`config.mk`:
```
export PLATFORM = sky130hd
export DESIGN_NAME = dma_req_frontend
export DESIGN_NICKNAME = d
export VERILOG_FILES = /design/src/logic/dma_req_pkg.sv /design/src/logic/dma_req_ctrl.sv /design/src/logic/dma_req_frontend.sv /design/src/logic/req_queue.sv /design/src/logic/request_splitter.sv
export SDC_FILE = /design/constraint.sdc
export NUM_CORES = 1
export LEC_CHECK = 0
export ABC_AREA = 1
export BUFFER_PORTS_ARGS = -buffer_cell sky130_fd_sc_hd__buf_2
export CAP_MARGIN = 20
export CELL_PAD_IN_SITES_DETAIL_PLACEMENT = 0
export CELL_PAD_IN_SITES_GLOBAL_PLACEMENT = 1
export CORE_MARGIN = 2
export CORE_UTILIZATION = 30
export DETAILED_ROUTE_END_ITERATION = 16
export GPL_ROUTABILITY_DRIVEN = 0
export PLACE_DENSITY = 0.61
export SYNTH_ARGS = -nofsm -noshare
export SYNTH_HDL_FRONTEND = slang
export SYNTH_SLANG_ARGS = --single-unit
```
`constraint.sdc`:
```
create_clock -name aclk -period 10.21 [get_ports aclk]
set_input_delay 0.5105 -clock aclk [delete_from_list [all_inputs] [get_ports aclk]]
set_output_delay 0.5105 -clock aclk [all_outputs]
set_load 0.05 [all_outputs]
```
`src/logic/dma_req_pkg.sv`:
```
`default_nettype none

// shared types and constants for the dma request front end
package dma_req_pkg;

    // request queue size in entries
    localparam int QUEUE_DEPTH = 4;

    // apb register map, byte offsets
    localparam logic [7:0] REG_CTRL       = 8'h00;
    localparam logic [7:0] REG_MAX_MASK   = 8'h04;
    localparam logic [7:0] REG_STATUS     = 8'h08;
    localparam logic [7:0] REG_REQ_COUNT  = 8'h0C;
    localparam logic [7:0] REG_FRAG_COUNT = 8'h10;

    // default fragment limit of 4 KiB
    localparam logic [27:0] MAX_MASK_RESET = 28'h000_0FFF;

    // request opcode
    // passed through untouched, never decoded here
    typedef enum logic [1:0] {
        OP_READ  = 2'd0,
        OP_WRITE = 2'd1
    } req_opcode_e;

    // splitter fsm states
    typedef enum logic [1:0] {
        // waiting for a new request
        ST_IDLE  = 2'd0,
        // computing the next fragment
        ST_ISSUE = 2'd1,
        // fragment on the output, waiting for ready
        ST_WAIT  = 2'd2
    } split_state_e;

    // request descriptor, also used for the fragments
    typedef struct packed {
        req_opcode_e opcode;
        // destination stream
        logic [3:0]  dest;
        // process id
        logic [5:0]  pid;
        // final request of a transfer
        logic        last;
        // virtual byte address
        logic [47:0] vaddr;
        // length in bytes
        logic [27:0] len;
    } req_t;

    // apb request, master to slave
    typedef struct packed {
        logic        psel;
        logic        penable;
        logic        pwrite;
        logic [7:0]  paddr;
        logic [31:0] pwdata;
    } apb_req_t;

    // apb response, slave to master
    typedef struct packed {
        logic [31:0] prdata;
        logic        pready;
        logic        pslverr;
    } apb_rsp_t;

endpackage

`default_nettype wire

```
`src/logic/dma_req_ctrl.sv`:
```
`timescale 1ns/100ps
`default_nettype none

// apb register file for the request front end
module dma_req_ctrl (
    input  wire logic                  aclk,
    input  wire logic                  aresetn,

    // apb slave
    input  wire dma_req_pkg::apb_req_t apb_req,
    output dma_req_pkg::apb_rsp_t      apb_rsp,

    // event pulses and status from the datapath
    input  wire logic                  req_taken,
    input  wire logic                  frag_sent,
    input  wire logic                  busy,
    input  wire logic [2:0]            q_count,

    // configuration to the splitter
    output logic                       enable,
    output logic [27:0]                max_len_mask
);

    import dma_req_pkg::*;

    // access phase qualifiers
    logic        access;
    logic        wr_access;

    // read mux result and offset hit
    logic [31:0] rd_data;
    logic        addr_hit;

    // running counters
    logic [31:0] req_count;
    logic [31:0] frag_count;

    // status word
    logic [31:0] status;

    // second cycle of a transfer
    assign access    = apb_req.psel & apb_req.penable;
    assign wr_access = access & apb_req.pwrite;

    // busy in bit 0, queue fill in bits 6:4
    assign status = {25'd0, q_count, 3'd0, busy};

    // writable registers
    // only CTRL and MAX_MASK, everything else drops the write
    always_ff @(posedge aclk) begin
        if (!aresetn) begin
            enable       <= 1'b1;
            max_len_mask <= MAX_MASK_RESET;
        end else if (wr_access) begin
            case (apb_req.paddr)
                REG_CTRL: begin
                    enable <= apb_req.pwdata[0];
                end
                REG_MAX_MASK: begin
                    max_len_mask <= apb_req.pwdata[27:0];
                end
                default: begin
                    // read-only or unmapped offset
                end
            endcase
        end
    end

    // accepted request counter, wraps at 2^32
    always_ff @(posedge aclk) begin
        if (!aresetn) begin
            req_count <= 32'd0;
        end else if (req_taken) begin
            req_count <= req_count + 32'd1;
        end
    end

    // issued fragment counter, wraps at 2^32
    always_ff @(posedge aclk) begin
        if (!aresetn) begin
            frag_count <= 32'd0;
        end else if (frag_sent) begin
            frag_count <= frag_count + 32'd1;
        end
    end

    // read decode
    // also flags unmapped offsets for the error response
    always_comb begin
        rd_data  = 32'd0;
        addr_hit = 1'b1;
        case (apb_req.paddr)
            REG_CTRL: begin
                rd_data = {31'd0, enable};
            end
            REG_MAX_MASK: begin
                rd_data = {4'd0, max_len_mask};
            end
            REG_STATUS: begin
                rd_data = status;
            end
            REG_REQ_COUNT: begin
                rd_data = req_count;
            end
            REG_FRAG_COUNT: begin
                rd_data = frag_count;
            end
            default: begin
                addr_hit = 1'b0;
            end
        endcase
    end

    // zero wait state slave
    // read data and error only during the access phase
    always_comb begin
        apb_rsp.pready  = 1'b1;
        apb_rsp.prdata  = access ? rd_data : 32'd0;
        apb_rsp.pslverr = access & ~addr_hit;
    end

endmodule

`default_nettype wire

```
`src/logic/dma_req_frontend.sv`:
```
`timescale 1ns/100ps
`default_nettype none

// dma request front end
// host requests are queued, then split into bounded fragments
module dma_req_frontend (
    input  wire logic                  aclk,
    input  wire logic                  aresetn,

    // configuration and status
    input  wire dma_req_pkg::apb_req_t apb_req,
    output dma_req_pkg::apb_rsp_t      apb_rsp,

    // host request stream
    input  wire logic                  req_in_valid,
    output logic                       req_in_ready,
    input  wire dma_req_pkg::req_t     req_in_data,

    // fragment stream
    output logic                       frag_valid,
    input  wire logic                  frag_ready,
    output dma_req_pkg::req_t          frag_data
);

    import dma_req_pkg::*;

    // queue head to splitter
    logic        q_valid;
    logic        q_ready;
    req_t        q_data;
    logic [2:0]  q_count;

    // control to splitter
    logic        enable;
    logic [27:0] max_len_mask;

    // splitter events back to control
    logic        req_taken;
    logic        frag_sent;
    logic        busy;

    dma_req_ctrl i_ctrl (
        .aclk         (aclk),
        .aresetn      (aresetn),
        .apb_req      (apb_req),
        .apb_rsp      (apb_rsp),
        .req_taken    (req_taken),
        .frag_sent    (frag_sent),
        .busy         (busy),
        .q_count      (q_count),
        .enable       (enable),
        .max_len_mask (max_len_mask)
    );

    // decouples the host from a stalled splitter
    req_queue i_queue (
        .aclk      (aclk),
        .aresetn   (aresetn),
        .in_valid  (req_in_valid),
        .in_data   (req_in_data),
        .in_ready  (req_in_ready),
        .out_valid (q_valid),
        .out_data  (q_data),
        .out_ready (q_ready),
        .count     (q_count)
    );

    request_splitter i_splitter (
        .aclk         (aclk),
        .aresetn      (aresetn),
        .max_len_mask (max_len_mask),
        .enable       (enable),
        .in_valid     (q_valid),
        .in_data      (q_data),
        .in_ready     (q_ready),
        .out_valid    (frag_valid),
        .out_data     (frag_data),
        .out_ready    (frag_ready),
        .req_taken    (req_taken),
        .frag_sent    (frag_sent),
        .busy         (busy)
    );

endmodule

`default_nettype wire

```
`src/logic/req_queue.sv`:
```
`timescale 1ns/100ps
`default_nettype none

// circular buffer fifo between the host stream and the splitter
module req_queue (
    input  wire logic              aclk,
    input  wire logic              aresetn,

    // write side
    input  wire logic              in_valid,
    input  wire dma_req_pkg::req_t in_data,
    output logic                   in_ready,

    // read side
    output logic                   out_valid,
    output dma_req_pkg::req_t      out_data,
    input  wire logic              out_ready,

    // current occupancy
    output logic [2:0]             count
);

    import dma_req_pkg::*;

    typedef logic [$clog2(QUEUE_DEPTH)-1:0] ptr_t;

    // storage, no reset on the payload
    req_t mem [QUEUE_DEPTH];

    ptr_t wr_ptr;
    ptr_t rd_ptr;

    // handshakes on both sides
    logic push;
    logic pop;

    // full blocks the input even while popping
    assign in_ready  = (count != 3'(QUEUE_DEPTH));
    assign out_valid = (count != 3'd0);
    assign out_data  = mem[rd_ptr];

    assign push = in_valid & in_ready;
    assign pop  = out_valid & out_ready;

    // entry write
    always_ff @(posedge aclk) begin
        if (push) begin
            mem[wr_ptr] <= in_data;
        end
    end

    // pointers wrap at the last entry
    always_ff @(posedge aclk) begin
        if (!aresetn) begin
            wr_ptr <= '0;
            rd_ptr <= '0;
        end else begin
            if (push) begin
                wr_ptr <= (wr_ptr == ptr_t'(QUEUE_DEPTH - 1)) ? '0 : wr_ptr + 1'b1;
            end
            if (pop) begin
                rd_ptr <= (rd_ptr == ptr_t'(QUEUE_DEPTH - 1)) ? '0 : rd_ptr + 1'b1;
            end
        end
    end

    // occupancy, unchanged on simultaneous push and pop
    always_ff @(posedge aclk) begin
        if (!aresetn) begin
            count <= 3'd0;
        end else begin
            case ({push, pop})
                2'b10:   count <= count + 3'd1;
                2'b01:   count <= count - 3'd1;
                default: count <= count;
            endcase
        end
    end

endmodule

`default_nettype wire

```
`src/logic/request_splitter.sv`:
```
`timescale 1ns/100ps
`default_nettype none

// cuts one request into fragments of at most mask + 1 bytes
module request_splitter (
    input  wire logic              aclk,
    input  wire logic              aresetn,

    // configuration
    input  wire logic [27:0]       max_len_mask,
    input  wire logic              enable,

    // request in, from the queue head
    input  wire logic              in_valid,
    input  wire dma_req_pkg::req_t in_data,
    output logic                   in_ready,

    // fragment out
    output logic                   out_valid,
    output dma_req_pkg::req_t      out_data,
    input  wire logic              out_ready,

    // event pulses and activity
    output logic                   req_taken,
    output logic                   frag_sent,
    output logic                   busy
);

    import dma_req_pkg::*;

    split_state_e state;

    // one bit wider so an all ones mask still works
    logic [28:0]  max_len;

    // latched request header
    req_opcode_e  hold_opcode;
    logic [3:0]   hold_dest;
    logic [5:0]   hold_pid;
    logic         hold_last;

    // progress through the current request
    logic [47:0]  base_addr;
    logic [27:0]  remaining;

    // next fragment
    logic         final_frag;
    logic [27:0]  frag_len;

    assign max_len = {1'b0, max_len_mask} + 29'd1;

    // rest fits in one fragment, zero length included
    assign final_frag = ({1'b0, remaining} <= max_len);
    // max_len fits 28 bits whenever it is not the final piece
    assign frag_len   = final_frag ? remaining : max_len[27:0];

    // new takes only when idle and enabled
    assign in_ready  = (state == ST_IDLE) & enable;
    assign req_taken = in_valid & in_ready;
    assign frag_sent = out_valid & out_ready;
    assign busy      = (state != ST_IDLE);

    // control part of the fsm
    always_ff @(posedge aclk) begin
        if (!aresetn) begin
            state     <= ST_IDLE;
            out_valid <= 1'b0;
        end else begin
            case (state)
                ST_IDLE: begin
                    if (req_taken) begin
                        state <= ST_ISSUE;
                    end
                end
                ST_ISSUE: begin
                    // fragment registered this cycle
                    out_valid <= 1'b1;
                    state     <= ST_WAIT;
                end
                ST_WAIT: begin
                    if (out_ready) begin
                        out_valid <= 1'b0;
                        // bytes left means another fragment
                        state     <= (remaining != 28'd0) ? ST_ISSUE : ST_IDLE;
                    end
                end
                default: begin
                    out_valid <= 1'b0;
                    state     <= ST_IDLE;
                end
            endcase
        end
    end

    // payload registers
    always_ff @(posedge aclk) begin
        if (req_taken) begin
            hold_opcode <= in_data.opcode;
            hold_dest   <= in_data.dest;
            hold_pid    <= in_data.pid;
            hold_last   <= in_data.last;
            base_addr   <= in_data.vaddr;
            remaining   <= in_data.len;
        end else if (state == ST_ISSUE) begin
            out_data.opcode <= hold_opcode;
            out_data.dest   <= hold_dest;
            out_data.pid    <= hold_pid;
            // Last is only forwarded on the closing fragment of the request.
            out_data.last   <= hold_last & final_frag;
            out_data.vaddr  <= base_addr;
            out_data.len    <= frag_len;
            // step past this fragment
            base_addr       <= base_addr + {20'd0, frag_len};
            remaining       <= remaining - frag_len;
        end
    end

endmodule

`default_nettype wire

```
Word level (Yosys, flattened, before mapping)
Memory sizes are Yosys's and may differ from the RTL's. A register that Yosys moved wholly into a read port is not among the register bits.
Cells that the tools add are included.
{"block": "word_totals", "regBits": 281, "mem_bits_rw": 356, "input_bits": 136, "output_inout_bits": 125, "word_cells": 90, "mem_count": 1}
{"block": "op_classes", "n_addsub": 9, "order_cmp": 1, "eq_ne": 13, "mux": 21, "bitwise": 11, "n_reduce_logical": 13}
{"memory": "i_queue.mem", "depth": 4, "word_bits": 89, "read_ports": 1, "rd_ports_with_merged_regs": 1, "write_ports": 1, "line_no": "req_queue.sv:28", "source": "req_t mem [QUEUE_DEPTH];"}
{"cell": "$pmux W32 S5", "count": 1}
{"cell": "$mux W48", "count": 2}
{"cell": "$mux W28", "count": 3}
{"cell": "$add A32 B1 Y32 const B", "count": 2}
{"cell": "$add A48 B28 Y48", "count": 1}
{"cell": "$mux W32", "count": 1}
{"cell": "$add A28 B1 Y29 const B", "count": 1}
{"cell": "$le A28 B29 Y1", "count": 1}
{"cell": "$reduce_bool A28 Y1", "count": 1}
{"cell": "$sub A28 B28 Y28", "count": 1}
{"cell": "$eq A8 B4 Y1 const B", "count": 2}
{"cell": "$mux W2", "count": 6}
{"cell": "$reduce_and A2 Y1", "count": 5}
{"cell": "$and A1 B1 Y1", "count": 8}
{"cell": "$eq A2 B2 Y1 const B", "count": 4}
{"cell": "$eq A8 B3 Y1 const B", "count": 1}
{"cell": "$eq A8 B5 Y1 const B", "count": 1}
{"cell": "$logic_not A8 Y1", "count": 1}
{"cell": "$pmux W2 S3", "count": 1}
{"cell": "$pmux W3 S2", "count": 1}
{"cell": "$reduce_bool A2 Y1", "count": 3}
{"cell": "$mux W1", "count": 5}
{"cell": "$reduce_or A5 Y1", "count": 1}
{"cell": "$add A2 B1 Y2 const B", "count": 2}
{"cell": "other kinds (9)", "count": 13}

Logic depth before layout (Yosys ltp)
Gate-level depths: netlist (run 1).
{"block": "logic_depth", "ltp_word": 6, "depth_mapped": 38, "ltp_nobuf": 36}

By module
Synthesis (run 1) repeated with hierarchy kept, for this count alone.
{"block": "hier_totals", "cells_unflattened": 3385, "area_unflattened_um2": 31635.3}
{"module": "req_queue", "instances": 1, "cells_per_inst": 930, "area_each_um2": 13663.1, "seq_area_each_um2": 10870.4}
{"module": "request_splitter", "instances": 1, "cells_per_inst": 1525, "area_each_um2": 12408.2, "seq_area_each_um2": 5405.2}
{"module": "dma_req_ctrl", "instances": 1, "cells_per_inst": 930, "area_each_um2": 5564.1, "seq_area_each_um2": 1861.8}

Least setup slack after synthesis (run 1)
OpenSTA, ideal clock, no wires.
{"block": "synth_path", "kind": "register -> register", "from": "reg i_splitter.state[0]", "to": "reg i_splitter.base_addr[0], enable pin", "setup_time_ps": 436, "arrival_ps": 6201, "t_required_ps": 9774, "path_slack_ps": 3573, "stages_incl_launch_ff": 5, "n_path_buf": 0, "period_less_slack_ps": 6637, "cell_sequence": "dfxtp_1 inv_1 nor2_1 inv_1 nand2_1"}
{"block": "synth_between", "elab_chain_cells": 4, "word_cells_on_any_way": 5, "classes_between": "1 x eq/ne; 2 x bitwise; 2 x reduce/logical"}
{"element": "from (decl)", "line_no": "request_splitter.sv:31", "source": "split_state_e state;"}
{"element": "from (signal assigned)", "line_no": "request_splitter.sv:84", "source": "state <= (remaining != 28'd0) ? ST_ISSUE : ST_IDLE;"}
{"element": "$logic_not A2 Y1", "line_no": "request_splitter.sv:58", "source": "assign in_ready = (state == ST_IDLE) & enable;"}
{"element": "$and A1 B1 Y1", "line_no": "request_splitter.sv:58"}
{"element": "$and A1 B1 Y1", "line_no": "request_splitter.sv:59", "source": "assign req_taken = in_valid & in_ready;"}
{"element": "$reduce_bool A2 Y1 (no line) (*)"}
{"element": "to (signal assigned)", "line_no": "request_splitter.sv:102", "source": "base_addr <= in_data.vaddr;"}
{"element": "to (signal assigned)", "line_no": "request_splitter.sv:113", "source": "base_addr <= base_addr + {20'd0, frag_len};"}
{"element": "to (decl)", "line_no": "request_splitter.sv:43", "source": "logic [47:0] base_addr;"}
Mark *: on every way between the ends. The rest lies on a longest branch, timed or not.
A chain may end at the register's enable or synchronous reset.

Worst setup path in the final report (run 1)
{"block": "layout_path", "from": "reg i_ctrl.max_len_mask[0]", "to": "reg i_splitter.base_addr[42] (data pin)"}
{"block": "layout_between", "elab_chain_cells": 6}
{"element": "from (decl)", "line_no": "dma_req_ctrl.sv:21", "source": "output logic [27:0] max_len_mask"}
{"element": "from (signal assigned)", "line_no": "dma_req_ctrl.sv:60", "source": "max_len_mask <= apb_req.pwdata[27:0];"}
{"element": "$add A28 B1 Y29 (*)", "line_no": "request_splitter.sv:50", "source": "assign max_len = {1'b0, max_len_mask} + 29'd1;"}
{"element": "$le A28 B29 Y1", "line_no": "request_splitter.sv:53", "source": "assign final_frag = ({1'b0, remaining} <= max_len);"}
{"element": "$mux W28 (*)", "line_no": "request_splitter.sv:55", "source": "assign frag_len = final_frag ? remaining : max_len[27:0];"}
{"element": "named net i_splitter.frag_len[0]", "line_no": "request_splitter.sv:48", "source": "logic [27:0] frag_len;"}
{"element": "$add A48 B28 Y48 (*)", "line_no": "request_splitter.sv:113"}
{"element": "$mux W48 (*)", "line_no": "request_splitter.sv:104", "source": "end else if (state == ST_ISSUE) begin"}
{"element": "$mux W48 (*)", "line_no": "request_splitter.sv:97", "source": "if (req_taken) begin"}
Mark *: on every way through the listed nets, which the timed path passes. The rest lies on a longest branch. The select of a mux whose other input is x is not followed.

==> results of run 1 <==
==> layout by cell type, fill, tap and decap left out, drive strengths merged, types with 2 or more instances in the layout <==
cell type and count:
o21ai 338, nand3b 5, nor4 19, o211ai 12, o21a 3, o22ai 82, ha 92, a21o 9
a21oi 176, clkinvlp 8, nor2 407, fa 3, a21boi 5, nand2 575, a32o 3, nor3b 4
o221ai 9, dfxtp 105, xnor2 29, edfxtp 534, o21bai 14, xor2 46, inv 288, a221oi 4
clkbuf 90, nand4 32, a32oi 4, or2 5, a41oi 2, nor3 64, nand3 81, buf 283
bufinv 4, a31oi 15, diode 4, a211oi 4, clkinv 30
==> worst max-delay path, delay by kind of cell, from the launching register on <==
family	cells	cell delay [ps]
compound gates	4	1840
xor+xnor	1	190
fa+ha+maj	4	1300
buf+inv	3	290
flops	1	460
simple gates	21	2700
==> routing by layer <==
metal  track usage  part of all wire  vias to the layer above
met2        0.3031              0.47                      570
li1              -                 -                    11271
met1        0.2389              0.45                    10899
met3       0.03573             0.055                      125
met4       0.04941             0.023                       24
met5             0            0.0018                        -
==> power by group through the flow <==
stage	sequential, mW	clock, mW	combinational (mW)
5_1_grt	4.13	2.79	5.88
3_3_place_gp	4.13	0	5.29
3_5_place_dp	4.13	0	5.30
6_report	4.07	2.61	5.24
4_1_cts	4.08	2.69	5.33
2_1_floorplan	4.34	0	3.37
==> final timing paths <==
check	startpoint	endpoint	depth (start not counted)
max	i_ctrl.max_len_mask[0]$_SDFFE_PN1P_	i_splitter.base_addr[42]$_DFFE_PP_	33
min	apb_req[1]	i_ctrl.max_len_mask[1]$_SDFFE_PN1P_	3
max reg2reg	i_ctrl.max_len_mask[0]$_SDFFE_PN1P_	i_splitter.base_addr[42]$_DFFE_PP_	33
min reg2reg	i_splitter.hold_dest[0]$_DFFE_PP_	i_splitter.out_data[83]$_DFFE_PP_	0
==> registers in the layout, summed over array words and instances (netlist names), 2 cells and up, named ones only <==
name / count
i_ctrl.max_len_mask: 28
i_splitter.hold_opcode: 2
i_splitter.out_data: 89
i_queue.rd_ptr: 2
i_queue.count: 3
i_splitter.state: 2
i_ctrl.frag_count: 32
i_splitter.base_addr: 48
i_queue.wr_ptr: 2
i_ctrl.req_count: 32
i_splitter.hold_dest: 4
i_splitter.hold_pid: 6
i_splitter.remaining: 28
i_queue.mem: 356
==> through the flow <==
step / instances / setup WS, ps / total power, mW / util
after global routing: 4753 / 2557 / 12.80 / 0.3546
final: 4756 / 3153 / 11.93 / 0.3547
after CTS: 4752 / 3112 / 12.10 / 0.3546
after detailed placement: 4615 / 3143 / 9.430 / 0.3307
after floorplan: 3082 / 3573 / 7.706 / -
after global placement: 4615 / 3156 / 9.417 / 0.3307
==> kinds of logic (layout without fill, tap and decap cells) <==
family                   Yosys count  after routing
AO/OA/AOI/OAI                    685            685
XOR/XNOR                          75             75
adder cells (fa/ha/maj)           95             95
buffers and inverters            390            703
flip-flops                       639            639
multiplexers                       1              1
other                              1              5
AND/OR/NAND/NOR                 1196           1196
==> cell type report <==
| type | count | share of cell area |
|---|---|---|
| antenna | 4 | 0.0002810 |
| clock buffer | 90 | 0.05395 |
| clock inverter | 47 | 0.01331 |
| inverter | 283 | 0.02996 |
| multi-input combinational | 2053 | 0.3038 |
| sequential | 639 | 0.5093 |
| tap | 1357 | 0.04766 |
| timing repair buffer | 283 | 0.04173 |
==> flow_summary.html, run 1 <==
<table>
<tr><th>Metric</th><th>Value</th></tr>
<tr><th colspan="2">Synth</th></tr>
<tr><td>Cell types occupying the most area after synthesis</td><td>edfxtp_1 53%, dfxtp_1 6.9%, nand2_1 6.8%</td></tr>
<tr><td>Most frequent cell after synthesis</td><td>nand2_1</td></tr>
<tr><td>Netlist Area Pre-Place</td><td>30460 um2</td></tr>
<tr><td>Number of enable flip-flop cells after synthesis</td><td>534</td></tr>
<tr><td>Number of warnings printed during yosys synthesis</td><td>0</td></tr>
<tr><td>Commonest register cell after synthesis</td><td>edfxtp_1</td></tr>
<tr><td>Compound-gate portion of the synthesized area</td><td>0.1272</td></tr>
<tr><td>Number of unique standard cell types used by synthesis</td><td>between 60 and 70</td></tr>
<tr><td>Top cell type's share of synthesized area</td><td>0.5265</td></tr>
<tr><td>Most common library cells after synthesis</td><td>548 x nand2_1, 534 x edfxtp_1, 401 x nor2_1</td></tr>
<tr><td>Cell type with the largest total area after synthesis</td><td>edfxtp_1</td></tr>
<tr><td>Count of mapped cells out of synthesis</td><td>between 3k and 4k</td></tr>
<tr><td>Combinational family with the most area after synthesis</td><td>simple AND/OR/NAND/NOR gates</td></tr>
<tr><td>Nets in the synthesized netlist</td><td>3313</td></tr>
<tr><td>Fraction of the mapped netlist area in adder cells</td><td>0.03977</td></tr>
<tr><td>Post-synthesis xor/xnor area fraction</td><td>0.02157</td></tr>
<tr><td>Fraction of synthesized area in multiplexers</td><td>0.0003697</td></tr>
<tr><td>Sequential fraction of the synthesis area</td><td>0.5955</td></tr>
<tr><td>Post-synthesis share of cell area spent on and, or, nand and nor gates</td><td>0.1649</td></tr>
<tr><td>Async set-reset flop share out of synthesis</td><td>0</td></tr>
<tr><td>Mapped Avg Cell Area</td><td>9.883 um2</td></tr>
<tr><td>Number of storage elements in the synthesis netlist</td><td>639</td></tr>
<tr><th colspan="2">GRT</th></tr>
<tr><td>Largest net degree at the start of global routing</td><td>93</td></tr>
<tr><td>Global-route wire length before repair</td><td>approximately 140000 um</td></tr>
<tr><td>Antenna violations before repair</td><td>18</td></tr>
<tr><td>Vias in the first global route</td><td>22.07k</td></tr>
<tr><td>Global route overflow</td><td>0</td></tr>
<tr><td>Global router's overall resource usage</td><td>0.1813</td></tr>
<tr><th colspan="2">Worst setup path</th></tr>
<tr><td>Worst Path Required</td><td>approximately 11000 ps</td></tr>
<tr><td>Worst stage delay on the critical path</td><td>880 ps</td></tr>
<tr><td>Largest fanout on the critical path</td><td>10</td></tr>
<tr><td>Worst R2R Setup Slack</td><td>3150 ps</td></tr>
<tr><td>Slowest cell on the critical path</td><td>o21ai_0</td></tr>
<tr><td>Cell with the most instances on the worst path</td><td>nand2_1</td></tr>
<tr><td>Startpoint types</td><td>flop</td></tr>
<tr><td>Worst endpoint data arrival time</td><td>7460 ps</td></tr>
<tr><td>Worst setup path class</td><td>flop to flop</td></tr>
<tr><td>Crit path capture type</td><td>flop</td></tr>
<tr><th colspan="2">Pwr</th></tr>
<tr><td>Power share of the sequential group</td><td>0.341</td></tr>
<tr><td>Part of the power in the clock network</td><td>0.219</td></tr>
<tr><td>Switching portion of total power</td><td>0.4422</td></tr>
<tr><td>Internal power consumption</td><td>approximately 6.7 mW</td></tr>
<tr><td>Net switching power</td><td>5.274 mW</td></tr>
<tr><td>Cell leakage power</td><td>13.38 nW</td></tr>
<tr><td>Power per unit of standard cell area</td><td>334.8 nW/um2</td></tr>
<tr><td>Power share of the combinational group</td><td>0.440</td></tr>
<tr><td>Worst vdd rail ir drop</td><td>0.0002011 V</td></tr>
<tr><th colspan="2">Die</th></tr>
<tr><td>Die area</td><td>104100 um2</td></tr>
<tr><td>Die Span Y</td><td>approximately 320 um</td></tr>
<tr><td>Number of placed I/O pins</td><td>261</td></tr>
<tr><td>Area of the core</td><td>100400 um2</td></tr>
<tr><td>Horizontal extent of the die</td><td>about 320 um</td></tr>
<tr><td>Std-Cell Rows</td><td>116</td></tr>
<tr><td>Effective utilization at floorplan</td><td>0.3033</td></tr>
<tr><th colspan="2">Clocking</th></tr>
<tr><td>Clock tree root buffer cell</td><td>clkbuf_16</td></tr>
<tr><td>Clock transition at path regs</td><td>~60 ps</td></tr>
<tr><td>Gates resized, CTS repair</td><td>0</td></tr>
<tr><td>Num Clock Sinks</td><td>639</td></tr>
<tr><td>Latest clock arrival within the worst-skew pair</td><td>660 ps</td></tr>
<tr><td>Clock tree from TritonCTS</td><td>done</td></tr>
<tr><td>Number of H-tree levels</td><td>3</td></tr>
<tr><td>Post-CTS Setup Inserts</td><td>0</td></tr>
<tr><td>Number of buffers added by the clock tree synthesis step</td><td>74</td></tr>
<tr><td>Maximum clock path buffer count</td><td>3</td></tr>
<tr><td>Cts hold-fix bufs</td><td>0</td></tr>
<tr><th colspan="2">Timing</th></tr>
<tr><td>Final Hold Fails</td><td>0</td></tr>
<tr><td>Final-report max-slew violation count</td><td>0</td></tr>
<tr><td>Clock Skew</td><td>roughly 73 ps</td></tr>
<tr><td>Maximum achievable frequency</td><td>141.7 MHz</td></tr>
<tr><td>Final period demand of the worst path</td><td>7057 ps</td></tr>
<tr><td>Worst hold margin</td><td>51.66 ps</td></tr>
<tr><td>Final total negative setup slack</td><td>0 ps</td></tr>
<tr><td>Unrepaired setup endpoints after global routing</td><td>false</td></tr>
<tr><td>Slew HR</td><td>0.2867</td></tr>
<tr><td>Final-report setup violation count</td><td>0</td></tr>
<tr><td>Final clock period utilization by the worst path</td><td>0.6912</td></tr>
<tr><td>Slew at the pin with the worst max-slew slack</td><td>between 1000 and 1500 ps</td></tr>
<tr><th colspan="2">Final layout</th></tr>
<tr><td>Multi-input gate area</td><td>10820 um2</td></tr>
<tr><td>Number of fill cells</td><td>10.31k</td></tr>
<tr><td>Nets</td><td>3565</td></tr>
<tr><td>Share of post-route cells with drive strength above 1</td><td>0.1490</td></tr>
<tr><td>Sequential cell area</td><td>18140 um2</td></tr>
<tr><td>Post-synthesis to final-layout area growth</td><td>16.96%</td></tr>
<tr><td>Design area</td><td>~36000 um2</td></tr>
<tr><th colspan="2">Drt</th></tr>
<tr><td>Average wire per standard cell</td><td>20.03 um</td></tr>
<tr><td>Count of routing violations after the opening detailed-route iteration</td><td>about 1.8k</td></tr>
<tr><td>Total number of vias</td><td>22.89k</td></tr>
<tr><td>Number of remaining DRC errors</td><td>0</td></tr>
<tr><td>Detailed-route wire length</td><td>95270 um</td></tr>
<tr><td>Detailed-router iteration count before antenna repair</td><td>8</td></tr>
<tr><td>Antenna-violating nets left</td><td>0</td></tr>
<tr><td>Average via count per standard cell</td><td>4.813</td></tr>
<tr><th colspan="2">Placement</th></tr>
<tr><td>Hpwl dp</td><td>~67000 um</td></tr>
<tr><td>Post-detailed-placement cell area</td><td>between 30000 and 40000 um2</td></tr>
<tr><td>Port Buffers</td><td>255</td></tr>
<tr><th colspan="2">Min path</th></tr>
<tr><td>Class of the most critical hold timing path</td><td>input pin to flop</td></tr>
<tr><th colspan="2">Run status</th></tr>
<tr><td>Run status</td><td>complete, no violations</td></tr>
<tr><th colspan="2">Flow run</th></tr>
<tr><td>Max cap viols</td><td>0</td></tr>
</table>
Power figures use the tool's default switching activity.
==> run 2: changes to the inputs <==
==> constraint.sdc (replaced) <==
create_clock -name aclk -period 7.38 [get_ports aclk]
set_input_delay 0.369 -clock aclk [delete_from_list [all_inputs] [get_ports aclk]]
set_output_delay 0.369 -clock aclk [all_outputs]
set_load 0.05 [all_outputs]
==> run 2 against run 1 <==
Clock-buffer cell count increased by 4. Worst hold slack improved by 20 ps. Flip-flop and latch count did not move. Via count rose by 1.5%. Utilization increased by 1.3 points. Highest routed layer unchanged. Clock skew fell by 33 ps. Sequential share of layout area shrank 1.8 points. Die area stayed put. Critical path depth is 3 lower. Largest cell class unchanged. Wire length grew 0.66%.
==> flow_summary.html, run 2 (synthesized netlist as in run 1, its figures left out) <==
<table>
<tr><th>Metric</th><th>Value</th></tr>
<tr><th colspan="2">GRT</th></tr>
<tr><td>Vias in the first global route</td><td>22.76k (+3.1%)</td></tr>
<tr><td>Global-route wire length before repair</td><td>141500 um (+1.2%)</td></tr>
<tr><td>Largest net degree at the start of global routing</td><td>119 (+28%)</td></tr>
<tr><td>Global router's overall resource usage</td><td>0.1828 (+0.001462)</td></tr>
<tr><td>Global route overflow</td><td>0 (unchanged)</td></tr>
<tr><td>Antenna violations before repair</td><td>12 (-6)</td></tr>
<tr><th colspan="2">Worst setup path</th></tr>
<tr><td>Destination of the critical timing path</td><td>i_splitter.base_addr[42]$_DFFE_PP_</td></tr>
<tr><td>Launching instance or port of the critical path</td><td>i_ctrl.max_len_mask[0]$_SDFFE_PN1P_</td></tr>
<tr><td>Largest fanout on the critical path</td><td>28 (+18)</td></tr>
<tr><td>Crit path capture type</td><td>flop</td></tr>
<tr><td>Worst endpoint data arrival time</td><td>7000 ps (-460 ps)</td></tr>
<tr><td>Worst setup path class</td><td>flop to flop</td></tr>
<tr><td>Cell with the most instances on the worst path</td><td>nand2_1</td></tr>
<tr><td>Startpoint types</td><td>flop</td></tr>
<tr><td>Worst Path Required</td><td>7790 ps (-2820 ps)</td></tr>
<tr><td>Worst R2R Setup Slack</td><td>790 ps (-2360 ps)</td></tr>
<tr><td>Slowest cell on the critical path</td><td>ha_1</td></tr>
<tr><td>Cell family with the largest share of critical-path delay</td><td>simple AND/OR/NAND/NOR gates</td></tr>
<tr><td>Stages on the worst setup path</td><td>30 (-9.1%)</td></tr>
<tr><td>Startpoint of the worst-slack reg-to-reg timing path</td><td>i_ctrl.max_len_mask[0]$_SDFFE_PN1P_</td></tr>
<tr><td>Worst stage delay on the critical path</td><td>510 ps (-370 ps)</td></tr>
<tr><td>Number of cell instances on the worst register-to-register path</td><td>30 (-9.1%)</td></tr>
<tr><td>Crit Reg-Reg Endpoint</td><td>i_splitter.base_addr[42]$_DFFE_PP_</td></tr>
<tr><td>CP Buf/Inv Count</td><td>3 (unchanged)</td></tr>
<tr><th colspan="2">Final layout</th></tr>
<tr><td>Number of fill cells</td><td>10.34k (+0.23%)</td></tr>
<tr><td>Most frequent cells in the layout</td><td>547 x nand2_1, 534 x edfxtp_1, 396 x nor2_1, 311 x o21ai_0, 255 x buf_2</td></tr>
<tr><td>Top Registers</td><td>i_queue.mem (356), i_splitter.out_data (89), i_splitter.base_addr (48)</td></tr>
<tr><td>Share of post-route cells with drive strength above 1</td><td>0.1483 (-0.0007786)</td></tr>
<tr><td>Post-synthesis to final-layout area growth</td><td>21.13%</td></tr>
<tr><td>Most frequent standard cell in the layout excluding fill and tap cells</td><td>nand2_1</td></tr>
<tr><td>Layout Cells excl Fill</td><td>4877 (+2.5%)</td></tr>
<tr><td>Nets</td><td>3682 (+3.3%)</td></tr>
<tr><td>Number of flip-flops under the largest register name</td><td>356 (unchanged)</td></tr>
<tr><td>Largest register by flop count</td><td>i_queue.mem</td></tr>
<tr><td>Utilization after layout</td><td>0.3673 (+0.01264)</td></tr>
<tr><th colspan="2">Die</th></tr>
<tr><td>Effective utilization at floorplan</td><td>0.3033 (unchanged)</td></tr>
<tr><td>Die Span Y</td><td>322.6 um (unchanged)</td></tr>
<tr><td>Number of placed I/O pins</td><td>261 (unchanged)</td></tr>
<tr><td>Std-Cell Rows</td><td>116 (unchanged)</td></tr>
<tr><td>Area of the core</td><td>100400 um2 (unchanged)</td></tr>
<tr><td>Die area</td><td>104100 um2 (unchanged)</td></tr>
<tr><td>Horizontal extent of the die</td><td>322.6 um (unchanged)</td></tr>
<tr><th colspan="2">Drt</th></tr>
<tr><td>Average via count per standard cell</td><td>4.765 (-1.0%)</td></tr>
<tr><td>Antenna-violating nets left</td><td>0 (unchanged)</td></tr>
<tr><td>Detailed-router iteration count before antenna repair</td><td>5 (-3)</td></tr>
<tr><td>Total number of vias</td><td>23.24k (+1.5%)</td></tr>
<tr><td>Detailed-route wire length</td><td>95900 um (+0.66%)</td></tr>
<tr><td>Average wire per standard cell</td><td>19.66 um (-1.8%)</td></tr>
<tr><td>Count of routing violations after the opening detailed-route iteration</td><td>1813 (+3.1%)</td></tr>
<tr><td>Number of remaining DRC errors</td><td>0 (unchanged)</td></tr>
<tr><th colspan="2">Timing</th></tr>
<tr><td>Slew at the pin with the worst max-slew slack</td><td>1069 ps (+10.49 ps)</td></tr>
<tr><td>Min setup slack post-route</td><td>789.7 ps (-2363 ps)</td></tr>
<tr><td>Final-report max-slew violation count</td><td>0 (unchanged)</td></tr>
<tr><td>Maximum achievable frequency</td><td>151.7 MHz (+7.1%)</td></tr>
<tr><td>Final period demand of the worst path</td><td>6590 ps (-466.9 ps)</td></tr>
<tr><td>Unrepaired setup endpoints after global routing</td><td>false</td></tr>
<tr><td>Final clock period utilization by the worst path</td><td>0.8930 (+0.2018)</td></tr>
<tr><td>Clock Skew</td><td>39.41 ps (-33.45 ps)</td></tr>
<tr><td>Final-report setup violation count</td><td>0 (unchanged)</td></tr>
<tr><td>Slew HR</td><td>0.2796 (-0.007065)</td></tr>
<tr><td>Final Hold Fails</td><td>0 (unchanged)</td></tr>
<tr><td>Worst hold margin</td><td>71.76 ps (+20.10 ps)</td></tr>
<tr><td>Final total negative setup slack</td><td>0 ps (unchanged)</td></tr>
<tr><th colspan="2">Clocking</th></tr>
<tr><td>Number of H-tree levels</td><td>3 (unchanged)</td></tr>
<tr><td>Cts hold-fix bufs</td><td>109 (+109)</td></tr>
<tr><td>Num Clock Sinks</td><td>639 (unchanged)</td></tr>
<tr><td>Gates resized, CTS repair</td><td>0 (unchanged)</td></tr>
<tr><td>Clock tree from TritonCTS</td><td>done</td></tr>
<tr><td>Clock transition at path regs</td><td>60 ps (about the same)</td></tr>
<tr><td>Number of buffers added by the clock tree synthesis step</td><td>77 (+4.1%)</td></tr>
<tr><td>Latest clock arrival within the worst-skew pair</td><td>660 ps (about the same)</td></tr>
<tr><td>Post-CTS Setup Inserts</td><td>0 (unchanged)</td></tr>
<tr><td>Clock tree root buffer cell</td><td>clkbuf_16</td></tr>
<tr><td>Maximum clock path buffer count</td><td>3 (unchanged)</td></tr>
<tr><th colspan="2">Pwr</th></tr>
<tr><td>Internal power consumption</td><td>9.343 mW (+40%)</td></tr>
<tr><td>Net switching power</td><td>7.378 mW (+40%)</td></tr>
<tr><td>Cell leakage power</td><td>13.93 nW (+4.2%)</td></tr>
<tr><td>Power per unit of standard cell area</td><td>453.2 nW/um2 (+35%)</td></tr>
<tr><td>Switching portion of total power</td><td>0.4412 (-0.0009643)</td></tr>
<tr><td>Power share of the sequential group</td><td>0.337 (-0.004)</td></tr>
<tr><td>Power share of the combinational group</td><td>0.440 (about the same)</td></tr>
<tr><td>Part of the power in the clock network</td><td>0.223 (+0.004)</td></tr>
<tr><td>Worst vdd rail ir drop</td><td>0.0002718 V (+35%)</td></tr>
<tr><th colspan="2">Flow run</th></tr>
<tr><td>Max cap viols</td><td>0 (unchanged)</td></tr>
<tr><th colspan="2">Placement</th></tr>
<tr><td>Hpwl dp</td><td>66670 um (about the same)</td></tr>
<tr><td>Port Buffers</td><td>255 (unchanged)</td></tr>
<tr><td>Pre-CTS setup slack</td><td>797.2 ps (-2346 ps)</td></tr>
<tr><td>Post-Place Cells</td><td>4620 (+0.11%)</td></tr>
<tr><th colspan="2">Run status</th></tr>
<tr><td>Run status</td><td>complete, no violations</td></tr>
<tr><th colspan="2">Min path</th></tr>
<tr><td>Class of the most critical hold timing path</td><td>input pin to flop</td></tr>
</table>
## run 2: changes by cell type in the layout (fill, tap and decap cells not counted), moves of 2 or more
cell           previous run  this run
clkinv_1                 15        10
clkinv_16                 3         5
clkbuf_16                74        78
buf_4                    28        32
clkinv_2                  9        17
clkinvlp_4                8         6
diode_2                   4         6
dlygate4sd3_1             0       109
## run 2: final cells by class
| type | count | area (um2) | share of cell area |
|---|---|---|---|
| sequential | 639 | 18140 | 0.4918 |
| multi-input combinational | 2053 | 10820 | 0.2934 |
| timing repair buffer | 397 | 2628 | 0.07122 |
| clock buffer | 94 | 2022 | 0.05481 |
| tap | 1357 | 1698 | 0.04602 |
| inverter | 283 | 1067 | 0.02893 |
| clock inverter | 48 | 498.0 | 0.01350 |
| antenna | 6 | 15.01 | 0.0004070 |
## run 2: how the worst min path moves through the flow
stage | startpoint | end | slack (ps) | depth (start not counted)
floorplan | i_splitter.hold_pid[0]$_DFFE_PP_ | i_splitter.out_data[77]$_DFFE_PP_ | 400 | 0
CTS | apb_req[3] | i_ctrl.max_len_mask[3]$_SDFFE_PN1P_ | 9 | 3
detailed placement | i_splitter.hold_dest[1]$_DFFE_PP_ | i_splitter.out_data[84]$_DFFE_PP_ | 400 | 0
finish | apb_req[24] | i_ctrl.max_len_mask[24]$_SDFFE_PN0P_ | 70 | 3
global placement | i_splitter.hold_pid[5]$_DFFE_PP_ | i_splitter.out_data[82]$_DFFE_PP_ | 400 | 0
global route | apb_req[3] | i_ctrl.max_len_mask[3]$_SDFFE_PN1P_ | 50 | 3
## run 2: routing by layer
metal | wire length, um | track usage | vias up
met4 | 2259 | 0.05385 | 16
met3 | 5126 | 0.03183 | 117
met2 | 45490 | 0.3072 | 539
met1 | 42930 | 0.2406 | 11057
met5 | 100 | 0 | -
li1 | - | - | 11508
## run 2: power groups by stage
stage          clock network [mW]  registers [mW]  logic, mW
5_1_grt                      3.99            5.72       8.25
3_3_place_gp                    0            5.72       7.34
3_5_place_dp                    0            5.71       7.36
4_1_cts                      3.83            5.65       7.44
2_1_floorplan                   0            6.00       4.66
6_report                     3.73            5.64       7.35
## run 2: stage by stage
stage / area, um2 / power [mW]
2_1_floorplan: 30460 / 10.66
3_3_place_gp: 33270 / 13.06
3_5_place_dp: 33270 / 13.07
4_1_cts: 36880 / 16.92
5_1_grt: 36880 / 17.95
6_report: 36890 / 16.72
## run 2: tightest hold or removal path: stages
cell     delay [ps]
buf_2            80
o21ai_0         110
a21oi_1         120
==> run 3: changes to the inputs <==
--- a/config.mk
+++ b/config.mk
@@ -10,6 +10,7 @@
 export CAP_MARGIN = 20
 export CELL_PAD_IN_SITES_DETAIL_PLACEMENT = 0
 export CELL_PAD_IN_SITES_GLOBAL_PLACEMENT = 1
+export CORE_ASPECT_RATIO = 1.5
 export CORE_MARGIN = 2
 export CORE_UTILIZATION = 30
 export DETAILED_ROUTE_END_ITERATION = 16
==> run 3 against run 2 <==
Non-clock buffer count increased by 11. Critical endpoint unchanged. Final cell count decreased by 1.1%. Register-to-register slack got worse by 110 ps. Critical path type unchanged.
==> flow_summary.html, run 3 (synthesized netlist as in run 1, its figures left out) <==
<table>
<tr><th>Metric</th><th>Value</th></tr>
<tr><th colspan="2">Timing</th></tr>
<tr><td>Final-report max-slew violation count</td><td>0 (unchanged)</td></tr>
<tr><td>Final-report setup violation count</td><td>0 (unchanged)</td></tr>
<tr><td>Unrepaired setup endpoints after global routing</td><td>false</td></tr>
<tr><td>Maximum achievable frequency</td><td>149.3 MHz (-1.6%)</td></tr>
<tr><td>Final Hold Fails</td><td>0 (unchanged)</td></tr>
<tr><td>Slew HR</td><td>0.3702 (+0.09055)</td></tr>
<tr><td>Slew at the pin with the worst max-slew slack</td><td>943.7 ps (-125.6 ps)</td></tr>
<tr><td>Min setup slack post-route</td><td>680.4 ps (-109.3 ps)</td></tr>
<tr><td>Final period demand of the worst path</td><td>6700 ps (+109.3 ps)</td></tr>
<tr><td>Final total negative setup slack</td><td>0 ps (unchanged)</td></tr>
<tr><td>Final clock period utilization by the worst path</td><td>0.9078 (+0.01481)</td></tr>
<tr><td>Clock Skew</td><td>39.65 ps (+0.2345 ps)</td></tr>
<tr><th colspan="2">Pwr</th></tr>
<tr><td>Power per unit of standard cell area</td><td>452.2 nW/um2 (-0.24%)</td></tr>
<tr><td>Power share of the combinational group</td><td>0.447 (+0.007)</td></tr>
<tr><td>Net switching power</td><td>7.363 mW (-0.20%)</td></tr>
<tr><td>Internal power consumption</td><td>9.224 mW (-1.3%)</td></tr>
<tr><td>Cell leakage power</td><td>13.88 nW (-0.40%)</td></tr>
<tr><td>Overall power</td><td>16.59 mW (-0.80%)</td></tr>
<tr><td>Switching portion of total power</td><td>0.4439 (+0.002672)</td></tr>
<tr><td>Part of the power in the clock network</td><td>0.213 (-0.010)</td></tr>
<tr><td>Worst vdd rail ir drop</td><td>0.0003212 V (+18%)</td></tr>
<tr><td>Power share of the sequential group</td><td>0.340 (+0.003)</td></tr>
<tr><th colspan="2">Die</th></tr>
<tr><td>Area of the core</td><td>100900 um2 (+0.47%)</td></tr>
<tr><td>Horizontal extent of the die</td><td>264.2 um (-18%)</td></tr>
<tr><td>Number of placed I/O pins</td><td>261 (unchanged)</td></tr>
<tr><td>Die area</td><td>104100 um2 (about the same)</td></tr>
<tr><td>Std-Cell Rows</td><td>143 (+23%)</td></tr>
<tr><td>Die Span Y</td><td>394.2 um (+22%)</td></tr>
<tr><td>Effective utilization at floorplan</td><td>0.3018 (-0.001429)</td></tr>
<tr><th colspan="2">Final layout</th></tr>
<tr><td>Nets</td><td>3688 (+0.16%)</td></tr>
<tr><td>Largest register by flop count</td><td>i_queue.mem</td></tr>
<tr><td>Most frequent standard cell in the layout excluding fill and tap cells</td><td>nand2_1</td></tr>
<tr><td>Post-synthesis to final-layout area growth</td><td>20.44%</td></tr>
<tr><td>Share of post-route cells with drive strength above 1</td><td>0.1444 (-0.003902)</td></tr>
<tr><td>Number of fill cells</td><td>10.33k (-0.048%)</td></tr>
<tr><td>Number of flip-flops under the largest register name</td><td>356 (unchanged)</td></tr>
<tr><td>Top Registers</td><td>i_queue.mem (356), i_splitter.out_data (89), i_splitter.base_addr (48)</td></tr>
<tr><td>Layout Cells excl Fill</td><td>4821 (-1.1%)</td></tr>
<tr><td>Most frequent cells in the layout</td><td>547 x nand2_1, 534 x edfxtp_1, 396 x nor2_1, 311 x o21ai_0, 255 x buf_2</td></tr>
<tr><th colspan="2">Clocking</th></tr>
<tr><td>Clock tree from TritonCTS</td><td>done</td></tr>
<tr><td>Latest clock arrival within the worst-skew pair</td><td>680 ps (+20 ps)</td></tr>
<tr><td>Number of buffers added by the clock tree synthesis step</td><td>72 (-6.5%)</td></tr>
<tr><td>Clock transition at path regs</td><td>60 ps (about the same)</td></tr>
<tr><td>Number of H-tree levels</td><td>3 (unchanged)</td></tr>
<tr><td>Clock tree root buffer cell</td><td>clkbuf_16</td></tr>
<tr><td>Num Clock Sinks</td><td>639 (unchanged)</td></tr>
<tr><td>Gates resized, CTS repair</td><td>0 (unchanged)</td></tr>
<tr><td>Maximum clock path buffer count</td><td>3 (unchanged)</td></tr>
<tr><th colspan="2">Drt</th></tr>
<tr><td>Detailed-route wire length</td><td>96600 um (+0.73%)</td></tr>
<tr><td>Average wire per standard cell</td><td>20.04 um (+1.9%)</td></tr>
<tr><td>Antenna-violating nets left</td><td>0 (unchanged)</td></tr>
<tr><td>Number of remaining DRC errors</td><td>0 (unchanged)</td></tr>
<tr><td>Total number of vias</td><td>23.18k (-0.25%)</td></tr>
<tr><td>Count of routing violations after the opening detailed-route iteration</td><td>1419 (-22%)</td></tr>
<tr><td>Detailed-router iteration count before antenna repair</td><td>5 (unchanged)</td></tr>
<tr><td>Average via count per standard cell</td><td>4.808 (+0.91%)</td></tr>
<tr><th colspan="2">Placement</th></tr>
<tr><td>Hpwl dp</td><td>68060 um (+2.1%)</td></tr>
<tr><td>Post-Place Cells</td><td>4575 (-0.97%)</td></tr>
<tr><td>Pre-CTS setup slack</td><td>586.4 ps (-210.7 ps)</td></tr>
<tr><td>Port Buffers</td><td>255 (unchanged)</td></tr>
<tr><th colspan="2">Worst setup path</th></tr>
<tr><td>Slowest cell on the critical path</td><td>o21ai_0</td></tr>
<tr><td>Worst Path Required</td><td>7790 ps (about the same)</td></tr>
<tr><td>Worst endpoint data arrival time</td><td>7110 ps (+110 ps)</td></tr>
<tr><td>Startpoint types</td><td>flop</td></tr>
<tr><td>Crit path capture type</td><td>flop</td></tr>
<tr><td>Worst setup path class</td><td>flop to flop</td></tr>
<tr><td>Cell with the most instances on the worst path</td><td>nand2_1</td></tr>
<tr><td>Worst stage delay on the critical path</td><td>670 ps (+160 ps)</td></tr>
<tr><td>Number of cell instances on the worst register-to-register path</td><td>33 (+10%)</td></tr>
<tr><td>Largest fanout on the critical path</td><td>14 (-50%)</td></tr>
<tr><th colspan="2">Min path</th></tr>
<tr><td>Hold path depth</td><td>3 (unchanged)</td></tr>
<tr><td>Class of the most critical hold timing path</td><td>input pin to flop</td></tr>
<tr><th colspan="2">GRT</th></tr>
<tr><td>Global router's overall resource usage</td><td>0.1831 (+0.0003876)</td></tr>
<tr><td>Antenna violations before repair</td><td>8 (-4)</td></tr>
<tr><td>Largest net degree at the start of global routing</td><td>83 (-30%)</td></tr>
<tr><td>Global route overflow</td><td>0 (unchanged)</td></tr>
<tr><td>Global-route wire length before repair</td><td>143200 um (+1.2%)</td></tr>
<tr><td>Vias in the first global route</td><td>23.46k (+3.0%)</td></tr>
<tr><th colspan="2">Flow run</th></tr>
<tr><td>Max cap viols</td><td>0 (unchanged)</td></tr>
<tr><th colspan="2">Run status</th></tr>
<tr><td>Run status</td><td>complete, no violations</td></tr>
</table>
run 3: changes by cell type in the layout (fill, tap and decap cells not counted), moves of 2 or more:
cell,previous run,this run
buf_4,32,40
clkbuf_1,15,22
clkbuf_16,78,74
clkinv_2,17,9
clkinvlp_4,6,1
diode_2,6,4
dlygate4sd3_1,109,113
inv_6,4,2
run 3: final cells by class:
class	count	area, um2	share of cell area
inverter	283	1070	0.02916
tap	1305	1633	0.04451
antenna	4	10.01	0.0002729
timing repair buffer	408	2708	0.07381
clock inverter	32	350.3	0.009550
multi-input combinational	2053	10820	0.2950
clock buffer	97	1948	0.05311
sequential	639	18140	0.4946
run 3: worst max-delay path: cells and delay by family (launching register included):
family          cells  cell delay [ps]
simple gates       21             2990
compound gates      4             1530
fa+ha+maj           4             1060
flops               1              390
buf+inv             3              290
xor+xnor            1              180
run 3: per-stage QoR:
stage | cell area (um2) | util | hold slack [ps]
after floorplan | 30460 | - | 400.3
after global placement | 33240 | 0.3294 | 409.8
after detailed placement | 33240 | 0.3294 | 406.3
after CTS | 36670 | 0.3634 | 5.592
after global routing | 36680 | 0.3635 | 57.21
final | 36680 | 0.3635 | 62.21
run 3: worst paths after layout:
path | startpoint | to | slack (ps)
worst max-delay path | i_ctrl.max_len_mask[1]$_SDFFE_PN1P_ | i_splitter.base_addr[42]$_DFFE_PP_ | 680
worst min-delay path | apb_req[16] | i_ctrl.max_len_mask[16]$_SDFFE_PN0P_ | 60
worst max register to register | i_ctrl.max_len_mask[1]$_SDFFE_PN1P_ | i_splitter.base_addr[42]$_DFFE_PP_ | 680
worst min register to register | i_splitter.hold_dest[0]$_DFFE_PP_ | i_splitter.out_data[83]$_DFFE_PP_ | 430
run 3: power by group through the flow:
| stage | Clock, mW | Sequential (mW) | Combinational (mW) |
|---|---|---|---|
| finish | 3.54 | 5.64 | 7.41 |
| global route | 3.76 | 5.72 | 8.29 |
| CTS | 3.64 | 5.66 | 7.55 |
| detailed placement | 0 | 5.72 | 7.47 |
| global placement | 0 | 5.73 | 7.44 |
| floorplan | 0 | 6.00 | 4.66 |
run 3: repair_timing:
action                    CTS  global route
hold buffers              113             0
hold endpoints to repair  380             0
setup buffers               0             0
run 3: metal layers:
metal  global-route usage  routed length [um]  up-vias
met5                    0                  37        -
met4              0.07407                3407        6
met3              0.02627                4060      145
met2               0.3297               49030      504
met1               0.2178               40060    11031
li1                     -                   -    11494
